`src/hdl/pid_pkg.sv`:
```
package pid_pkg;

	//////////////////////////////////////////////////
	// widths
	//////////////////////////////////////////////////

	localparam int W_SAMPLE = 16;
	localparam int W_COEF = 16;
	localparam int W_PID = 32;
	localparam int W_OUT = 24;
	localparam int W_SHIFT = 5;
	localparam int W_OS = 4;

	// value types
	typedef logic signed [W_SAMPLE-1:0] sample_t;
	typedef logic signed [W_COEF-1:0] coef_t;
	typedef logic signed [W_PID-1:0] pid_t;
	typedef logic signed [W_OUT-1:0] out_t;
	typedef logic [W_SHIFT-1:0] shift_t;
	typedef logic [W_OS-1:0] os_t;

	//////////////////////////////////////////////////
	// pipeline timing
	//////////////////////////////////////////////////

	localparam int OSF_LAT = 2;
	localparam int PID_LAT = 5;
	localparam int OPP_LAT = 4;
	// issue to out_valid, also the dispatcher hazard window
	localparam int PIPE_DEPTH = OSF_LAT + PID_LAT + OPP_LAT;

	// settings targets, field value sits in the low bits of data
	typedef enum logic [3:0] {
		IN_SEL   = 4'd0,
		OSF_OS   = 4'd1,
		SETPOINT = 4'd2,
		P_COEF   = 4'd3,
		I_COEF   = 4'd4,
		D_COEF   = 4'd5,
		LOCK_EN  = 4'd6,
		OPP_MULT = 4'd7,
		OPP_RS   = 4'd8,
		OPP_MIN  = 4'd9,
		OPP_MAX  = 4'd10
	} cfg_addr_e;

	typedef struct packed {
		logic valid;
		cfg_addr_e addr;
		logic [7:0] chan;
		logic [31:0] data;
	} cfg_write_t;

	typedef struct packed {
		logic valid;
		logic [7:0] dest;
		pid_t value;
	} instr_t;

	typedef struct packed {
		logic valid;
		logic [7:0] chan;
		sample_t data;
	} sample_in_t;

	// index width for a table of n entries, never zero
	function automatic int idx_width(input int n);
		return (n > 1) ? $clog2(n) : 1;
	endfunction

endpackage

```
`src/hdl/pid_stage.sv`:
```
`timescale 1ns/1ps

module pid_stage #(
	parameter int N_OUT = 4
) (
	input  logic                 sys_clk_in,
	input  logic                 sys_reset,
	input  pid_pkg::cfg_write_t  cfg,
	input  pid_pkg::instr_t      in,
	output pid_pkg::instr_t      out
);

	localparam int W_IDX = pid_pkg::idx_width(N_OUT);
	localparam int W = pid_pkg::W_PID;

	// per-output settings
	pid_pkg::coef_t set_pt [N_OUT];
	pid_pkg::coef_t kp [N_OUT];
	pid_pkg::coef_t ki [N_OUT];
	pid_pkg::coef_t kd [N_OUT];
	logic [N_OUT-1:0] lock_en;
	// per-output history
	pid_pkg::pid_t err1 [N_OUT];
	pid_pkg::pid_t err2 [N_OUT];
	pid_pkg::pid_t prev [N_OUT];

	// valid and dest travel alongside stages 1 to 4
	logic [4:1] v_pipe;
	logic [7:0] d_pipe [1:4];
	logic [4:1] l_pipe;

	pid_pkg::pid_t p1_in, p1_e1, p1_e2, p1_prev;
	pid_pkg::coef_t p1_set, p1_kp, p1_ki, p1_kd;
	pid_pkg::pid_t p2_err, p2_k1, p2_k2, p2_k3, p2_e1, p2_e2, p2_prev;
	pid_pkg::pid_t p3_prod0, p3_prod1, p3_prod2, p3_prev;
	pid_pkg::pid_t p4_delta, p4_prev;
	pid_pkg::pid_t sum;
	pid_pkg::pid_t result;
	logic ovf;

	always_ff @(posedge sys_clk_in) begin
		if (sys_reset) begin
			for (int o = 0; o < N_OUT; o++) begin
				set_pt[o] <= '0;
				kp[o] <= '0;
				ki[o] <= '0;
				kd[o] <= '0;
			end
			lock_en <= '0;
		end else if (cfg.valid && cfg.chan < N_OUT) begin
			case (cfg.addr)
				pid_pkg::SETPOINT: set_pt[cfg.chan[W_IDX-1:0]] <= cfg.data[pid_pkg::W_COEF-1:0];
				pid_pkg::P_COEF: kp[cfg.chan[W_IDX-1:0]] <= cfg.data[pid_pkg::W_COEF-1:0];
				pid_pkg::I_COEF: ki[cfg.chan[W_IDX-1:0]] <= cfg.data[pid_pkg::W_COEF-1:0];
				pid_pkg::D_COEF: kd[cfg.chan[W_IDX-1:0]] <= cfg.data[pid_pkg::W_COEF-1:0];
				pid_pkg::LOCK_EN: lock_en[cfg.chan[W_IDX-1:0]] <= cfg.data[0];
				default: ;
			endcase
		end
	end

	//////////////////////////////////////////////////
	// control pipe
	//////////////////////////////////////////////////

	always_ff @(posedge sys_clk_in) begin
		if (sys_reset) begin
			v_pipe <= '0;
		end else begin
			v_pipe <= {v_pipe[3:1], in.valid};
		end
	end

	always_ff @(posedge sys_clk_in) begin
		d_pipe[1] <= in.dest;
		l_pipe[1] <= lock_en[in.dest[W_IDX-1:0]];
		for (int i = 2; i <= 4; i++) begin
			d_pipe[i] <= d_pipe[i-1];
			l_pipe[i] <= l_pipe[i-1];
		end
	end

	//////////////////////////////////////////////////
	// datapath
	//////////////////////////////////////////////////

	always_ff @(posedge sys_clk_in) begin
		// fetch settings and history
		p1_in <= in.value;
		p1_set <= set_pt[in.dest[W_IDX-1:0]];
		p1_kp <= kp[in.dest[W_IDX-1:0]];
		p1_ki <= ki[in.dest[W_IDX-1:0]];
		p1_kd <= kd[in.dest[W_IDX-1:0]];
		p1_e1 <= err1[in.dest[W_IDX-1:0]];
		p1_e2 <= err2[in.dest[W_IDX-1:0]];
		p1_prev <= prev[in.dest[W_IDX-1:0]];
		// error and z-transform coefficients
		p2_err <= W'(p1_set) - p1_in;
		p2_k1 <= W'(p1_kp) + W'(p1_ki) + W'(p1_kd);
		p2_k2 <= -W'(p1_kp) - (W'(p1_kd) <<< 1);
		p2_k3 <= W'(p1_kd);
		p2_e1 <= p1_e1;
		p2_e2 <= p1_e2;
		p2_prev <= p1_prev;
		// coefficient error products
		p3_prod0 <= p2_k1 * p2_err;
		p3_prod1 <= p2_k2 * p2_e1;
		p3_prod2 <= p2_k3 * p2_e2;
		p3_prev <= p2_prev;
		// delta
		p4_delta <= p3_prod0 + p3_prod1 + p3_prod2;
		p4_prev <= p3_prev;
	end

	// shift error history, cleared while unlocked
	always_ff @(posedge sys_clk_in) begin
		if (sys_reset) begin
			for (int o = 0; o < N_OUT; o++) begin
				err1[o] <= '0;
				err2[o] <= '0;
			end
		end else if (v_pipe[2]) begin
			err1[d_pipe[2][W_IDX-1:0]] <= l_pipe[2] ? p2_err : '0;
			err2[d_pipe[2][W_IDX-1:0]] <= l_pipe[2] ? p2_e1 : '0;
		end
	end

	// overflow when both operands share a sign the sum lost
	assign sum = p4_prev + p4_delta;
	assign ovf = (p4_prev[W-1] == p4_delta[W-1]) && (sum[W-1] != p4_prev[W-1]);

	always_comb begin
		if (!l_pipe[4])
			result = '0;
		else if (ovf)
			result = p4_prev[W-1] ? {1'b1, {(W-1){1'b0}}} : {1'b0, {(W-1){1'b1}}};
		else
			result = sum;
	end

	always_ff @(posedge sys_clk_in) begin
		if (sys_reset) begin
			out.valid <= 1'b0;
			for (int o = 0; o < N_OUT; o++)
				prev[o] <= '0;
		end else begin
			out.valid <= v_pipe[4];
			out.dest <= d_pipe[4];
			out.value <= result;
			if (v_pipe[4])
				prev[d_pipe[4][W_IDX-1:0]] <= result;
		end
	end

	a_out_dest: assert property (@(posedge sys_clk_in) disable iff (sys_reset)
		out.valid |-> out.dest < N_OUT)
		else $error("pid result for dest %0d out of range", out.dest);

endmodule

```
`config.mk`:
```
export PLATFORM = sky130hd
export DESIGN_NAME = pid_stage
export DESIGN_NICKNAME = d
export VERILOG_FILES = /design/src/hdl/pid_pkg.sv /design/src/hdl/pid_stage.sv
export SDC_FILE = /design/constraint.sdc
export NUM_CORES = 2
export LEC_CHECK = 0
export BUFFER_PORTS_ARGS = -buffer_cell sky130_fd_sc_hd__buf_4
export CELL_PAD_IN_SITES_DETAIL_PLACEMENT = 1
export CELL_PAD_IN_SITES_GLOBAL_PLACEMENT = 1
export CORE_MARGIN = 8
export CORE_UTILIZATION = 47
export DETAILED_ROUTE_END_ITERATION = 12
export PLACE_DENSITY_LB_ADDON = 0.1
export SYNTH_ARGS = -nofsm -noshare
export SYNTH_HDL_FRONTEND = slang
export SYNTH_SLANG_ARGS = --single-unit
```
`constraint.sdc`:
```
create_clock -name sys_clk_in -period 6.9 [get_ports sys_clk_in]
set_input_delay 1.38 -clock sys_clk_in [delete_from_list [all_inputs] [get_ports sys_clk_in]]
set_output_delay 1.38 -clock sys_clk_in [all_outputs]
set_load 0.1 [all_outputs]
```
* Yosys cells after proc, flatten, opt, wreduce, memory -nomap -nowiden
Memory sizes are Yosys's and may differ from the RTL's. A register that Yosys moved wholly into a read port is not among the register bits. Cells that the tools add are included.
Word-level totals: bits in registers 471, memory bits (writable) 672, logic and storage cells 116, memories kept 8
Cells by class: add/sub/neg operators 8, $mul 3, order comparisons 4, equality and inequality tests 7, multiplexer cells 55, reductions and logical operators 11
Memory list:
- err1 | words 4, bits a word 32, rd ports 1, clocked after memory_dff 1, wr ports 4, RTL line pid_stage.sv:23 | pid_pkg::pid_t err1 [N_OUT];
- err2 | words 4, bits a word 32, rd ports 1, clocked after memory_dff 1, wr ports 4, RTL line pid_stage.sv:24 | pid_pkg::pid_t err2 [N_OUT];
- prev | words 4, bits a word 32, rd ports 1, clocked after memory_dff 1, wr ports 4, RTL line pid_stage.sv:25 | pid_pkg::pid_t prev [N_OUT];
- kd | words 4, bits a word 16, rd ports 1, clocked after memory_dff 1, wr ports 4, RTL line pid_stage.sv:20 | pid_pkg::coef_t kd [N_OUT];
- ki | words 4, bits a word 16, rd ports 1, clocked after memory_dff 1, wr ports 4, RTL line pid_stage.sv:19 | pid_pkg::coef_t ki [N_OUT];
- kp | words 4, bits a word 16, rd ports 1, clocked after memory_dff 1, wr ports 4, RTL line pid_stage.sv:18 | pid_pkg::coef_t kp [N_OUT];
- +2 memories
Operators by type and width (count):
- $mux W32 | 8
- $add A32 B32 Y32 | 3
- $reduce_or A32 Y1 | 3
- $mux W16 | 4
- $reduce_or A16 Y1 | 4
- $mux W1 | 33
- $mul A16 B32 Y32 | 1
- $mul A18 B32 Y32 | 1
- $mul A32 B32 Y32 | 1
- $neg A16 Y32 | 1
- $sub A16 B32 Y32 | 1
- $sub A32 B17 Y32 | 1
- $add A17 B16 Y18 | 1
- $add A16 B16 Y17 | 1
- $mux W2 | 7
- $eq A4 B3 Y1 const B | 3
- $eq A4 B2 Y1 const B | 2
- $lt A8 B3 Y1 const B | 1
- $lt A2 B3 Y1 const B | 2
- $bwmux W4 | 1
- $logic_and A1 B1 Y1 | 3
- $bmux W1 S2 | 1
- $demux W1 S2 | 1
- $ge A2 B1 Y1 const B | 1
- 3 further kinds | 3

* Logic depth before layout (Yosys ltp)
depth after elaboration 7, depth in mapped cells 27, depth with buffers taken out 25

* Least setup slack after synthesis
OpenSTA, ideal clock, no wires.
path type reg2reg, from register p2_e1[4], to register p3_prod1[31], library setup time 72 ps, arrival 6693 ps, setup slack 135 ps, cell stages (with the launch flop) 26, path buffers 2, path through dfxtp_1 clkbuf_1 clkbuf_1 and2_1 fa_1 fa_1 inv_1 fa_1 fa_1 inv_1 fa_1 inv_1 fa_1 inv_1 fa_1 fa_1 ha_1 nand2_1 a221oi_1 a211oi_1 nand2_1 o21ai_0 o211ai_1 a21o_1 a21oi_1 xnor2_1
Between the ends: word-level cells in the longest chain between the ends 1
Ends and longest elaborated chain:
- from (decl) | RTL line pid_stage.sv:34 | pid_pkg::pid_t p2_err, p2_k1, p2_k2, p2_k3, p2_e1, p2_e2, p2_prev;
- from (signal assigned) | RTL line pid_stage.sv:102 | p2_e1 <= p1_e1;
- $mul A32 B32 Y32 | RTL line pid_stage.sv:107 | p3_prod1 <= p2_k2 * p2_e1;
- to (signal assigned) | RTL line pid_stage.sv:107
- to (decl) | RTL line pid_stage.sv:35 | pid_pkg::pid_t p3_prod0, p3_prod1, p3_prod2, p3_prev;
Every way passes these cells. A chain may end at the register's enable or synchronous reset.

* Final worst setup path
from register p2_e1[11], to register p3_prod1[30]
Same word-level chain as after synthesis.

==> summary.md <==
| Metric | Value |
|---|---|
| Outcome | complete, no violations |
| First-pass GRT wire length | 393200 um |
| Clock transition at path regs | 0.06 ns |
| Worst endpoint required time | 7.58 ns |
| Initial DRC count | 3346 |
| Overflow left after global routing | 0 |
| Largest family of logic cells by synthesized area | adder cells |
| Area after DPL | 94400 sq um |
| Clock Tree Buf Depth | 3 |
| Final GP Congestion | 0.8718 |
| Worst path bufs/invs | 8 |
| Ys async rst share | 0 |
| Hold Vio Cnt, Final | 0 |
| Post-layout minimum cycle time | 6.651 ns |
| Number of global-route vias before repair | 65036 |
| Final period utilization | 0.9639 |
| Port bufs | 112 |
| Buffers inserted by post-CTS timing repair | 0 |
| Detailed Routing Iterations Pass 1 | 5 |
| Syn Area/Cell | 10.89 sq um |
| GRT Util Overall | 0.2522 |
| Synth unique cells | 88 |
| DR vias | 57983 |
| Die width | 451.8 um |
| CTS H-tree depth | 4 |
| Register area | 32930 sq um |
| Most numerous cell in the Yosys netlist | inv_1 |
| CTS Sinks | 1303 |
| Slew Limit Headroom | 0.2206 |
| Std-Cell Core Area | 189400 sq um |
| Synth Area in Simple Gates | 0.1359 |
| Fillers | 20299 |
| Largest area contributor in the netlist | fa_1 |
| Max cap viols | 0 |
| Setup crit end kind | flop |
| Worst-path fanout max | 22 |
| Slew at the pin closest to its max-slew limit | 1.166 ns |
| Crit path largest cell delay | 0.54 ns |
| Clk_skew | 0.05823 ns |
| Post-synth top cells | 1382 x inv_1, 1097 x fa_1, 982 x nand2_1 |
| Post-synthesis mux area share | 0.04106 |
| Area delta synth->final | 11.52% |
| Layout cells sized above 1 | 0.1071 |
| CTS Buf Count | 143 |
| CTS tree | built |
| Synth Warn # | 0 |
| Mapped Cells | 8197 |
| Number of synthesized register bits | 1303 |
| Die ar. | 204200 sq um |
| Final Cell Area | 99570 sq um |
| Antenna violations before repair | 18 |
| Post-detail-place hpwl | 199400 um |
| DR DRC count | 0 |
| Sequential fraction of the synthesis area | 0.3684 |
| Post-synthesis adder-cell area fraction | 0.3128 |
| Worst path slowest cell | fa_1 |
| Slew Viols, Final | 0 |
| Kind of critical path | reg2reg |
| Critical path startpoint category | flop |
| Main synth FF type | edfxtp_1 |
| Crit path max-delay family | adder cells |
| Chip Height | 451.8 um |
| Pin count of the biggest net entering global routing | 111 |
| Largest cells by area after synthesis | fa_1 25%, edfxtp_1 23%, dfxtp_1 14%, ha_1 6.7%, inv_1 5.8% |
| Clk_lat worst skew | 0.83 ns |
| Share of the synthesized area in the top cell type | 0.2460 |
| Post-synthesis compound-gate area fraction | 0.03958 |
| Nets | 10044 |
| Final WL | 255300 um |
| Maximum clock frequency | 150.4 MHz |
| IO Count | 129 |
| Post-DRT Antenna Nets | 0 |
| Tightest Hold Check Type | reg2reg |
| Vias per inst | 5.259 |
| Most common cell on crit path | fa_1 |
| Starting Density | 0.4714 |
| WP data arrival | 7.33 ns |
| Setup violations, final | 0 |
| FP Rows | 160 |
| Synth Net Count | 9859 |
| Post-Synth XOR/XNOR Area | 0.02786 |
| WHS | 0.3073 ns |
| Area of the multi-input gates | 49950 sq um |
| Post-Syn Area | 89280 sq um |
| Root Driver | clkbuf_16 |
| Final core utilization | 0.5258 |
| Wire per inst | 23.16 um |
| Number of synthesized flops with an enable pin | 680 |
-- layout by cell type (no fill, tap or decap), drive strengths merged, types with 25 or more instances in the layout --
cell type | netlist | routed
a211oi | 40 | 40
a21o | 57 | 57
a21oi | 132 | 132
a31oi | 25 | 25
and2 | 597 | 597
and3 | 27 | 27
buf | 57 | 405
clkbuf | 308 | 218
clkinv | 0 | 34
dfxtp | 623 | 623
edfxtp | 680 | 680
fa | 1097 | 1097
ha | 477 | 477
inv | 1383 | 1387
mux4 | 161 | 161
nand2 | 983 | 983
nand2b | 55 | 55
nand3 | 42 | 42
nor2 | 726 | 726
nor2b | 25 | 25
nor3 | 63 | 63
o211ai | 25 | 25
o21a | 33 | 33
o21ai | 113 | 113
o21bai | 27 | 27
xnor2 | 220 | 220
xor2 | 64 | 64
-- registers in the layout, summed over array words and instances (netlist names), 41 cells and up --
name and cells:
err1 128, err2 128, kd 64, ki 64
kp 64, out 41, prev 128, set_pt 64
-- through the flow --
step,std cells,setup slack [ns],TNS (ns)
floorplan,8197,0.1347,0
global placement,10748,-0.03105,-0.03365
detailed placement,10748,-0.06565,-0.1085
CTS,11014,0.01319,0
global route,11019,-0.01885,-0.01885
finish,11025,0.2494,0
-- cell type report --
| class | instances | share of cell area |
|---|---|---|
| antenna | 11 | 0.0002765 |
| clock buffer | 218 | 0.04264 |
| clock inverter | 48 | 0.007050 |
| inverter | 1383 | 0.05215 |
| multi-input combinational | 5146 | 0.5017 |
| sequential | 1303 | 0.3307 |
| tap | 2511 | 0.03155 |
| timing repair buffer | 405 | 0.03395 |
-- kinds of logic (layout without fill, tap and decap cells) --
| family | Yosys count | count (layout) |
|---|---|---|
| flip-flops | 1303 | 1303 |
| XOR/XNOR | 284 | 284 |
| multiplexers | 165 | 165 |
| AO/OA/AOI/OAI | 526 | 526 |
| AND/OR/NAND/NOR | 2597 | 2597 |
| adder cells (fa/ha/maj) | 1574 | 1574 |
| other | 0 | 11 |
| buffers and inverters | 1748 | 2054 |
-- repair_timing --
item | CTS | global route
hold buffers | 0 | 0
resized for setup | 8 | 59
endpoints found under the setup margin | 2 | 16
endpoints found under the hold margin | 0 | 0
pin swaps | 0 | 5
-- per-layer routing --
metal  track usage  vias to the layer above  wire, um
met3       0.03074                      323     11500
met2        0.4300                     1251    124800
met1        0.3377                    30338    110800
li1              -                    26069         -
met4       0.08141                        2      8254
met5             0                        -        17
-- worst paths after layout --
| path | end | slack [ns] | depth (start not counted) | startpoint |
|---|---|---|---|---|
| max | p3_prod1[30]$_DFF_P_ | 0.25 | 27 | p2_e1[11]$_DFF_P_ |
| max reg2reg | p3_prod1[30]$_DFF_P_ | 0.25 | 27 | p2_e1[11]$_DFF_P_ |
| min | p2_prev[17]$_DFF_P_ | 0.31 | 0 | p1_prev[17]$_DFF_P_ |
| min reg2reg | p2_prev[17]$_DFF_P_ | 0.31 | 0 | p1_prev[17]$_DFF_P_ |
Power is left out: the tool's default activity adds up to more than one toggle a clock period on the data nets, which glitch-free logic cannot reach.
